[src/rtl/scalar_access_defines.svh]
`ifndef SCALAR_ACCESS_DEFINES_SVH
`define SCALAR_ACCESS_DEFINES_SVH

// line store geometry
`define LINE_WIDTH 256
`define LINE_COUNT 4
`define LINE_SEL_WIDTH 2

// byte offset within one line, 32 bytes
`define OFFSET_WIDTH 5

// widest scalar, also the read and write data ports
`define SCALAR_WIDTH 64

// command word, from the top bit down:
// is_write, line_sel, data_type, int_size, offset
`define CMD_WIDTH 12

`endif

[src/rtl/scalar_cpu_pkg.sv]
package scalar_cpu_pkg;

	// how the bits of a scalar are interpreted
	typedef enum logic [1:0]
	{
		unsgn_int = 2'd0,
		sgn_int = 2'd1,
		bfloat16 = 2'd2,
		reserved = 2'd3
	} data_type_t;

	// integer width, encoded as log2 of the byte count
	typedef enum logic [1:0]
	{
		size_8 = 2'd0,
		size_16 = 2'd1,
		size_32 = 2'd2,
		size_64 = 2'd3
	} int_size_t;

endpackage

[src/rtl/scalar_shifter_pkg.sv]
`include "scalar_access_defines.svh"

package scalar_shifter_pkg;

	import scalar_cpu_pkg::*;

	typedef struct packed
	{
		logic [`LINE_WIDTH-1:0] to_shift;
		data_type_t data_type;
		int_size_t int_size;
		logic [`OFFSET_WIDTH-1:0] offset;
	} read_shift_in_t;

	// selected lane in the low bits, upper bits zero
	typedef struct packed
	{
		logic [`SCALAR_WIDTH-1:0] data;
	} read_shift_out_t;

	typedef struct packed
	{
		logic [`LINE_WIDTH-1:0] to_modify;
		logic [`SCALAR_WIDTH-1:0] to_shift;
		data_type_t data_type;
		int_size_t int_size;
		logic [`OFFSET_WIDTH-1:0] offset;
	} write_shift_in_t;

	typedef struct packed
	{
		logic [`LINE_WIDTH-1:0] data;
	} write_shift_out_t;

	// log2 of the lane size in bytes; bfloat16 is always two bytes
	function automatic logic [1:0] lane_size_log2(data_type_t dt, int_size_t sz);
		return (dt == bfloat16) ? 2'd1 : sz;
	endfunction

	function automatic logic [`SCALAR_WIDTH-1:0] lane_mask(logic [1:0] size_log2);
		logic [`SCALAR_WIDTH-1:0] mask;
		case (size_log2)
		2'd0: mask = `SCALAR_WIDTH'(8'hff);
		2'd1: mask = `SCALAR_WIDTH'(16'hffff);
		2'd2: mask = `SCALAR_WIDTH'(32'hffff_ffff);
		default: mask = '1;
		endcase
		return mask;
	endfunction

endpackage

[src/rtl/scalar_stage_if.sv]
`timescale 1ns/100ps
`include "scalar_access_defines.svh"

// decoded command, decode to execute
interface scalar_cmd_if import scalar_cpu_pkg::*; ();
	logic valid;
	logic is_write;
	logic [`LINE_SEL_WIDTH-1:0] line_sel;
	data_type_t data_type;
	int_size_t int_size;
	logic [`OFFSET_WIDTH-1:0] offset;
	logic [`SCALAR_WIDTH-1:0] wr_data;

	modport decode (output valid, is_write, line_sel, data_type, int_size, offset, wr_data);
	modport execute (input valid, is_write, line_sel, data_type, int_size, offset, wr_data);
endinterface

// extracted lane, execute to result; valid only for reads
interface scalar_res_if import scalar_cpu_pkg::*; ();
	logic valid;
	logic [`SCALAR_WIDTH-1:0] data;
	data_type_t data_type;
	int_size_t int_size;

	modport execute (output valid, data, data_type, int_size);
	modport result (input valid, data, data_type, int_size);
endinterface

[src/rtl/scalar_decode.sv]
`timescale 1ns/100ps
`include "scalar_access_defines.svh"

module scalar_decode
	import scalar_cpu_pkg::*;
(
	input logic clk,
	input logic rst_n,
	input logic cmd_valid,
	input logic [`CMD_WIDTH-1:0] cmd_word,
	input logic [`SCALAR_WIDTH-1:0] wr_data,
	scalar_cmd_if.decode cmd
);

	// field positions, offset in the low bits
	localparam int offset_lsb = 0;
	localparam int int_size_lsb = offset_lsb + `OFFSET_WIDTH;
	localparam int data_type_lsb = int_size_lsb + $bits(int_size_t);
	localparam int line_sel_lsb = data_type_lsb + $bits(data_type_t);
	localparam int is_write_bit = line_sel_lsb + `LINE_SEL_WIDTH;

	always_ff @(posedge clk)
	begin
		if (!rst_n)
		begin
			cmd.valid <= 1'b0;
		end
		else
		begin
			cmd.valid <= cmd_valid;
		end
	end

	// payload only moves with a valid command
	always_ff @(posedge clk)
	begin
		if (cmd_valid)
		begin
			cmd.is_write <= cmd_word[is_write_bit];
			cmd.line_sel <= cmd_word[line_sel_lsb +: `LINE_SEL_WIDTH];
			cmd.data_type <= data_type_t'(cmd_word[data_type_lsb +: $bits(data_type_t)]);
			cmd.int_size <= int_size_t'(cmd_word[int_size_lsb +: $bits(int_size_t)]);
			cmd.offset <= cmd_word[offset_lsb +: `OFFSET_WIDTH];
			cmd.wr_data <= wr_data;
		end
	end

endmodule

[src/rtl/scalar_data_shifter.sv]
`timescale 1ns/100ps
`include "scalar_access_defines.svh"

// pulls one lane out of a line, no casting here
module scalar_read_shifter
	import scalar_cpu_pkg::*, scalar_shifter_pkg::*;
(
	input read_shift_in_t in,
	output read_shift_out_t out
);

	logic [1:0] size_log2;
	logic [`OFFSET_WIDTH-1:0] lane_base;
	logic [`OFFSET_WIDTH+2:0] bit_pos;
	logic [`LINE_WIDTH-1:0] shifted;

	always_comb
	begin
		size_log2 = lane_size_log2(in.data_type, in.int_size);
		// drop offset bits below the lane size
		lane_base = (in.offset >> size_log2) << size_log2;
		bit_pos = {lane_base, 3'b000};
		shifted = in.to_shift >> bit_pos;
	end

	always_comb
	begin
		if (in.data_type == reserved)
		begin
			out.data = '0;
		end
		else
		begin
			out.data = shifted[`SCALAR_WIDTH-1:0] & lane_mask(size_log2);
		end
	end

endmodule

// replaces one lane of a line with the low bits of a scalar
module scalar_write_shifter
	import scalar_cpu_pkg::*, scalar_shifter_pkg::*;
(
	input write_shift_in_t in,
	output write_shift_out_t out
);

	logic [1:0] size_log2;
	logic [`OFFSET_WIDTH-1:0] lane_base;
	logic [`OFFSET_WIDTH+2:0] bit_pos;
	logic [`SCALAR_WIDTH-1:0] mask;
	logic [`LINE_WIDTH-1:0] clear_bits;
	logic [`LINE_WIDTH-1:0] set_bits;

	always_comb
	begin
		size_log2 = lane_size_log2(in.data_type, in.int_size);
		lane_base = (in.offset >> size_log2) << size_log2;
		bit_pos = {lane_base, 3'b000};
		mask = lane_mask(size_log2);
		clear_bits = `LINE_WIDTH'(mask) << bit_pos;
		set_bits = `LINE_WIDTH'(in.to_shift & mask) << bit_pos;
	end

	always_comb
	begin
		// reserved wipes the whole line
		if (in.data_type == reserved)
		begin
			out.data = '0;
		end
		else
		begin
			out.data = (in.to_modify & ~clear_bits) | set_bits;
		end
	end

endmodule

[src/rtl/scalar_execute.sv]
`timescale 1ns/100ps
`include "scalar_access_defines.svh"

module scalar_execute
	import scalar_shifter_pkg::*;
(
	input logic clk,
	input logic rst_n,
	scalar_cmd_if.execute cmd,
	scalar_res_if.execute res
);

	logic [`LINE_WIDTH-1:0] lines [`LINE_COUNT];
	logic [`LINE_WIDTH-1:0] cur_line;
	read_shift_in_t rd_in;
	read_shift_out_t rd_out;
	write_shift_in_t wr_in;
	write_shift_out_t wr_out;

	assign cur_line = lines[cmd.line_sel];

	// same line goes to both shifters
	always_comb
	begin
		rd_in.to_shift = cur_line;
		rd_in.data_type = cmd.data_type;
		rd_in.int_size = cmd.int_size;
		rd_in.offset = cmd.offset;

		wr_in.to_modify = cur_line;
		wr_in.to_shift = cmd.wr_data;
		wr_in.data_type = cmd.data_type;
		wr_in.int_size = cmd.int_size;
		wr_in.offset = cmd.offset;
	end

	scalar_read_shifter u_read_shifter
	(
		.in(rd_in),
		.out(rd_out)
	);

	scalar_write_shifter u_write_shifter
	(
		.in(wr_in),
		.out(wr_out)
	);

	always_ff @(posedge clk)
	begin
		if (!rst_n)
		begin
			for (int i = 0; i < `LINE_COUNT; i++)
			begin
				lines[i] <= '0;
			end
		end
		else if (cmd.valid && cmd.is_write)
		begin
			lines[cmd.line_sel] <= wr_out.data;
		end
	end

	always_ff @(posedge clk)
	begin
		if (!rst_n)
		begin
			res.valid <= 1'b0;
		end
		else
		begin
			res.valid <= cmd.valid && !cmd.is_write;
		end
	end

	// type and size ride along for the cast stage
	always_ff @(posedge clk)
	begin
		if (cmd.valid && !cmd.is_write)
		begin
			res.data <= rd_out.data;
			res.data_type <= cmd.data_type;
			res.int_size <= cmd.int_size;
		end
	end

endmodule

[src/rtl/scalar_result.sv]
`timescale 1ns/100ps
`include "scalar_access_defines.svh"

module scalar_result
	import scalar_cpu_pkg::*;
(
	input logic clk,
	input logic rst_n,
	scalar_res_if.result res,
	output logic rd_valid,
	output logic [`SCALAR_WIDTH-1:0] rd_data
);

	logic [`SCALAR_WIDTH-1:0] cast_data;

	always_comb
	begin
		case (res.data_type)
		sgn_int:
		begin
			case (res.int_size)
			size_8: cast_data = {{(`SCALAR_WIDTH-8){res.data[7]}}, res.data[7:0]};
			size_16: cast_data = {{(`SCALAR_WIDTH-16){res.data[15]}}, res.data[15:0]};
			size_32: cast_data = {{(`SCALAR_WIDTH-32){res.data[31]}}, res.data[31:0]};
			default: cast_data = res.data;
			endcase
		end

		unsgn_int:
		begin
			case (res.int_size)
			size_8: cast_data = {{(`SCALAR_WIDTH-8){1'b0}}, res.data[7:0]};
			size_16: cast_data = {{(`SCALAR_WIDTH-16){1'b0}}, res.data[15:0]};
			size_32: cast_data = {{(`SCALAR_WIDTH-32){1'b0}}, res.data[31:0]};
			default: cast_data = res.data;
			endcase
		end

		// raw bit pattern, zero above
		bfloat16: cast_data = {{(`SCALAR_WIDTH-16){1'b0}}, res.data[15:0]};

		default: cast_data = '0;
		endcase
	end

	always_ff @(posedge clk)
	begin
		if (!rst_n)
		begin
			rd_valid <= 1'b0;
		end
		else
		begin
			rd_valid <= res.valid;
		end
	end

	always_ff @(posedge clk)
	begin
		if (res.valid)
		begin
			rd_data <= cast_data;
		end
	end

endmodule

[src/rtl/scalar_access_top.sv]
`timescale 1ns/100ps
`include "scalar_access_defines.svh"

module scalar_access_top
(
	input logic clk,
	input logic rst_n,
	input logic cmd_valid,
	input logic [`CMD_WIDTH-1:0] cmd_word,
	input logic [`SCALAR_WIDTH-1:0] wr_data,
	output logic rd_valid,
	output logic [`SCALAR_WIDTH-1:0] rd_data
);

	scalar_cmd_if cmd_bus ();
	scalar_res_if res_bus ();

	// command register and field split
	scalar_decode u_decode
	(
		.clk(clk),
		.rst_n(rst_n),
		.cmd_valid(cmd_valid),
		.cmd_word(cmd_word),
		.wr_data(wr_data),
		.cmd(cmd_bus)
	);

	// line store and shifters
	scalar_execute u_execute
	(
		.clk(clk),
		.rst_n(rst_n),
		.cmd(cmd_bus),
		.res(res_bus)
	);

	// cast to 64 bits and output register
	scalar_result u_result
	(
		.clk(clk),
		.rst_n(rst_n),
		.res(res_bus),
		.rd_valid(rd_valid),
		.rd_data(rd_data)
	);

endmodule

[config.mk]
export PLATFORM = sky130hd
export DESIGN_NAME = scalar_access_top
export DESIGN_NICKNAME = d
export VERILOG_FILES = /design/src/rtl/scalar_cpu_pkg.sv /design/src/rtl/scalar_shifter_pkg.sv /design/src/rtl/scalar_stage_if.sv /design/src/rtl/scalar_decode.sv /design/src/rtl/scalar_data_shifter.sv /design/src/rtl/scalar_execute.sv /design/src/rtl/scalar_result.sv /design/src/rtl/scalar_access_top.sv
export VERILOG_INCLUDE_DIRS = /design/src /design/src/rtl
export SDC_FILE = /design/constraint.sdc
export NUM_CORES = 2
export LEC_CHECK = 0
export BUFFER_PORTS_ARGS = -buffer_cell sky130_fd_sc_hd__buf_2
export CAP_MARGIN = 40
export CORE_MARGIN = 2
export CORE_UTILIZATION = 65
export DETAILED_ROUTE_END_ITERATION = 7
export GPL_TIMING_DRIVEN = 0
export PLACE_DENSITY_LB_ADDON = 0.2
export SLEW_MARGIN = 10
export SYNTH_ARGS = -nofsm -noshare
export SYNTH_HDL_FRONTEND = slang
export SYNTH_SLANG_ARGS = --single-unit
[constraint.sdc]
create_clock -name clk -period 13.8 [get_ports clk]
set_input_delay 2.76 -clock clk [delete_from_list [all_inputs] [get_ports clk]]
set_output_delay 2.76 -clock clk [all_outputs]
set_load 0.01 [all_outputs]
==> results.py, run 1 <==
metrics = {
    "status": {
        "status": "aborted with a tool error",
        "lastStage": "global routing (5_1_grt)",
        "first-error": "[ERROR GRT-0116] Global routing finished with congestion. Check the congestion regions in the DRC Viewer.",
    },
    "die": {
        "die_y_microns": 314,
        "io_pins": 144,
        "die_x_microns": 314,
        "start_util": 0.657,
        "fp-row-count": 113,
    },
    "logic_synthesis": {
        "synth_top_cell_by_area": "edfxtp_1",
        "yosysTopAreaCellShare": 0.593,
        "avgSynthCellArea_sq_um": 12.6,
        "synth_fa_ha_area_frac": 0,
        "synth_top_family_by_area": "compound AO/OA/AOI/OAI gates",
        "ys_seq_elements": 1237,
        "synth_mux_area_frac": 0.116,
        "yosys.area_share.xor_xnor": 0,
        "yosysWarnings": 0,
        "netlist_instances": 4971,
        "synth_edf_count": 1232,
        "synth-simple-area-share": 0.107,
        "yosysSeqAreaShare": 0.594,
        "syn-cell-area_sq_mm": 0.0624,
        "synth-async-reset-ratio": 0,
        "yosys_most_used_dff": "edfxtp_1",
        "synth_area_leaders": "edfxtp_1 (59%), mux4_2 (8.5%), nor2_1 (5.0%), a22oi_1 (3.3%), nand2_1 (2.6%)",
        "synth_nets": 5050,
        "synth_cell_types": 81,
        "synth_compound_area_frac": 0.148,
    },
    "placement": {
        "detailedPlacementHpwl_microns": 265000,
        "io_buffers": 143,
        "dpl_cell_area_sq_mm": 0.0665,
        "globalplace.congestion": 1.37,
    },
    "global_routing": {
        "grt_pass1_vias": 66519,
        "grt_pass1_wl_microns": 578000,
        "grt_usage": 0.845,
        "grt_max_degree": 58,
        "overflow": 417,
    },
    "clock_tree": {
        "post-cts-setup-buffers": 0,
        "ctsHoldBuffers": 0,
        "cts_root_buf": "clkbuf_16",
        "cts_resized": 0,
        "clockBufferDepth": 3,
        "cts_buffers": 117,
        "htree_levels": 3,
        "clock-sinks": 1237,
    },
}
cell usage after synthesis, types with 9 or more instances:
cell type and n:
edfxtp_1 1232, nor2_1 828, nand2_1 433, a22oi_1 275
clkbuf_1 235, mux4_2 235, nand3_1 180, o22ai_1 153
mux2i_1 148, buf_2 130, o21ai_0 103, nor3_1 91
a22o_1 69, a32oi_1 69, a21oi_1 64, a221o_1 54
o211ai_1 53, a32o_1 44, mux2_2 43, a21o_1 40
o21a_1 39, inv_1 38, buf_1 35, a2bb2oi_1 29
a31oi_1 29, o2bb2ai_1 29, a222oi_1 20, a221oi_1 19
a211oi_1 18, buf_6 18, and2_1 15, buf_4 15
nand4_1 15, o21ai_1 13, o221ai_1 13, o2111ai_1 12
and3_1 10, o22a_1 9, o31a_1 9, o32ai_1 9
metrics by stage:
stage               instances  worst slack [ns]  hold WS [ns]
detailed placement       6504              6.49         0.466
global placement         6379             -2.01         0.486
floorplan                4971              4.04         0.421
CTS                      6723              7.21         0.501
layer usage:
layer	GRT overflow	global-route usage
met3	30	0.758
met5	7	0.469
met1	14	0.865
met2	207	0.950
met4	159	0.798
cells by family after synthesis:
| group | after synthesis |
|---|---|
| and+or+nand+nor | 1616 |
| DFF | 1237 |
| AOI/OAI and AO/OA | 1217 |
| buffers and inverters | 475 |
| muxes | 426 |
==> inputs of run 2 (changes only) <==
Settings changed: CORE_UTILIZATION 65 to 40, PLACE_DENSITY_LB_ADDON 0.2 to 0.15.
==> run 2 against run 1 <==
The flow now finishes, with violations (design-rule violations). Synthesized area unchanged. Synthesized cell count did not move.
==> results.py, run 2 <==
metrics = {
    "sta": {
        "fmax_ghz": 0.150,
        "hold_viol": 0,
        "hold-worst-slack_ns": 0.484,
        "worst_slew_pin_slew_ns": 1.33,
        "finalSetupViolations": 0,
        "clock_skew_ns": 0.0721,
        "timing.final.ws_setup_ns": 7.13,
        "slew_violations": 0,
        "min_period_ns": 6.67,
        "max_slew_margin": 0.111,
        "rsz0062_at_grt": "false",
        "period_share": 0.483,
        "setup-tns-final_ns": 0,
    },
    "pwr": {
        "p_sw_frac": 0.360,
        "combPwrFrac": 0.259,
        "powerDensity_mw_per_mm2": 147,
        "ir_drop_mv": 0.151,
        "power_frac_seq": 0.408,
        "leakage_nw": 25.6,
        "p_sw_w": 0.00385,
        "pwr-share-clk": 0.333,
        "p_int_w": 0.00683,
    },
    "clock_tree": {
        "path_clk_slew_ns": 0.07,
        "cts_root_buf": "clkbuf_16",
        "clockBufferDepth": 3,
        "cts_tree": "built",
        "clock-sinks": 1237,
        "cts_resized": 0,
        "insertion_delay_ns": 0.84,
        "htree_levels": 4,
        "ctsHoldBuffers": 0,
        "post-cts-setup-buffers": 0,
        "cts_buffers": 135,
    },
    "logic_synthesis": {
        "synth_edf_count": 1232,
        "synth-async-reset-ratio": 0,
        "synth_top_cell_by_area": "edfxtp_1",
        "avgSynthCellArea_sq_um": 12.6,
        "synth_area_leaders": "edfxtp_1 (59%), mux4_2 (8.5%), nor2_1 (5.0%), a22oi_1 (3.3%), nand2_1 (2.6%)",
        "yosysTopAreaCellShare": 0.593,
        "synth_nets": 5050,
        "synth.most_common_cell": "edfxtp_1",
        "yosys_most_used_dff": "edfxtp_1",
        "synth_commonest_cells": "edfxtp_1 (1232), nor2_1 (828), nand2_1 (433)",
        "netlist_instances": 4971,
        "synth_cell_types": 81,
        "yosysWarnings": 0,
        "syn-cell-area_sq_mm": 0.0624,
        "yosysSeqAreaShare": 0.594,
        "ys_seq_elements": 1237,
    },
    "die": {
        "die_y_microns": 399,
        "core_area_sq_mm": 0.155,
        "fp-row-count": 144,
        "die_x_microns": 399,
        "start_util": 0.404,
        "io_pins": 144,
        "dieArea_sq_mm": 0.159,
    },
    "status": {
        "violations": "design-rule violations",
        "status": "finished, violations left",
    },
    "placement": {
        "globalplace.congestion": 1.13,
        "io_buffers": 143,
        "detailedPlacementHpwl_microns": 317000,
        "placed_cells": 7344,
        "dp_slack_ns": 6.43,
    },
    "finish": {
        "final_core_util": 0.472,
        "largest_reg_flops": 1024,
        "area_growth_pct": 16.8,
        "regMostFlops": "u_execute.lines",
        "nets": 5522,
        "final_common_cell": "edfxtp_1",
        "final_cell_mix": "edfxtp_1 (1232), nor2_1 (823), nand2_1 (429)",
        "drive_above_1_share": 0.187,
        "final_cells": 7619,
    },
    "route": {
        "via_per_inst": 7.30,
        "num_vias": 55615,
        "drt-pass1-iter-count": 8,
        "wl_per_cell_microns": 53.5,
        "wl_microns": 408000,
        "drc": 23,
        "drt_iter0_drc": 11009,
        "ant_nets": 0,
    },
    "global_routing": {
        "grt_pass1_wl_microns": 516000,
        "grt_max_degree": 66,
        "grt_usage": 0.505,
        "grt_pass1_vias": 51062,
        "antenna_found_initial": 47,
        "overflow": 0,
    },
    "critical_path": {
        "worstSetupStartpointType": "primary input",
        "critPathKind": "primary input to flop",
        "arrival_ns": 7.12,
        "crit_fanout": 47,
        "cp.required_ns": 14.25,
        "crit_path_end_kind": "flop",
    },
    "worst_hold_path": {
        "hold_class": "flop to flop",
    },
    "job": {
        "cap_violations": 0,
    },
}
[run 2: cell counts after synthesis]
No cell type changed its count.
[run 2: worst paths after layout]
kind / startpoint / end / slack [ns] / depth (start not counted)
worst max-delay path: rst_n / u_execute.lines[2][247] / 7.13 / 11
worst max register to register: flop / u_execute.res.data[13] / 8.15 / 9
worst min register to register: u_decode.cmd.int_size[1] / u_execute.res.int_size[1] / 0.48 / 0
worst min-delay path: u_decode.cmd.int_size[1] / u_execute.res.int_size[1] / 0.48 / 0
[run 2: cell families after synthesis]
family | Yosys count | share of synthesized area
DFF | 1237 | 0.594
muxes | 426 | 0.116
AOI/OAI and AO/OA | 1217 | 0.148
and+or+nand+nor | 1616 | 0.107
buffers and inverters | 475 | 0.0349
[run 2: power by group through the flow]
stage | clock [W] | sequential [W] | combinational [W]
6_report | 0.00355 | 0.00436 | 0.00277
3_5_place_dp | 0 | 0.00444 | 0.00252
3_3_place_gp | 0 | 0.00452 | 0.00240
2_1_floorplan | 0 | 0.00445 | 0.00104
5_1_grt | 0.00368 | 0.00437 | 0.00264
4_1_cts | 0.00353 | 0.00436 | 0.00253
[run 2: cell type report]
cell class	instances	area, sq um
diodes	30	75.1
plain buffers	436	2060
clock buffers	175	3530
clock inverters	64	761
fillers	13936	81700
inverters	39	146
multi-input cells	3259	23300
flip-flops and latches	1237	37100
well taps	2044	2560
repair buffers	335	3370
[run 2: worst max-delay path, stage by stage]
cell	delay, ns
buf_2	0.24
nand3_1	0.63
nor2_1	0.32
nand2_1	0.43
buf_16	0.33
clkbuf_1	0.31
nand2_4	0.51
buf_16	0.33
buf_16	0.34
buf_16	0.29
buf_16	0.29
[run 2: stage by stage]
step	instance area, sq um	power (W)
floorplan	62400	0.00549
global placement	65700	0.00692
CTS	72800	0.0104
detailed placement	68500	0.00696
finish	72900	0.0107
global route	72800	0.0107
[run 2: routing by layer]
| metal | track usage | routed length [microns] | vias to the layer above |
|---|---|---|---|
| met5 | 0.00969 | 536 | - |
| met4 | 0.388 | 39000 | 44 |
| met3 | 0.246 | 62500 | 1266 |
| met2 | 0.683 | 163000 | 5386 |
| met1 | 0.612 | 143000 | 28290 |
| li1 | - | - | 20629 |
No activity file was read; power rests on OpenSTA's default activity.
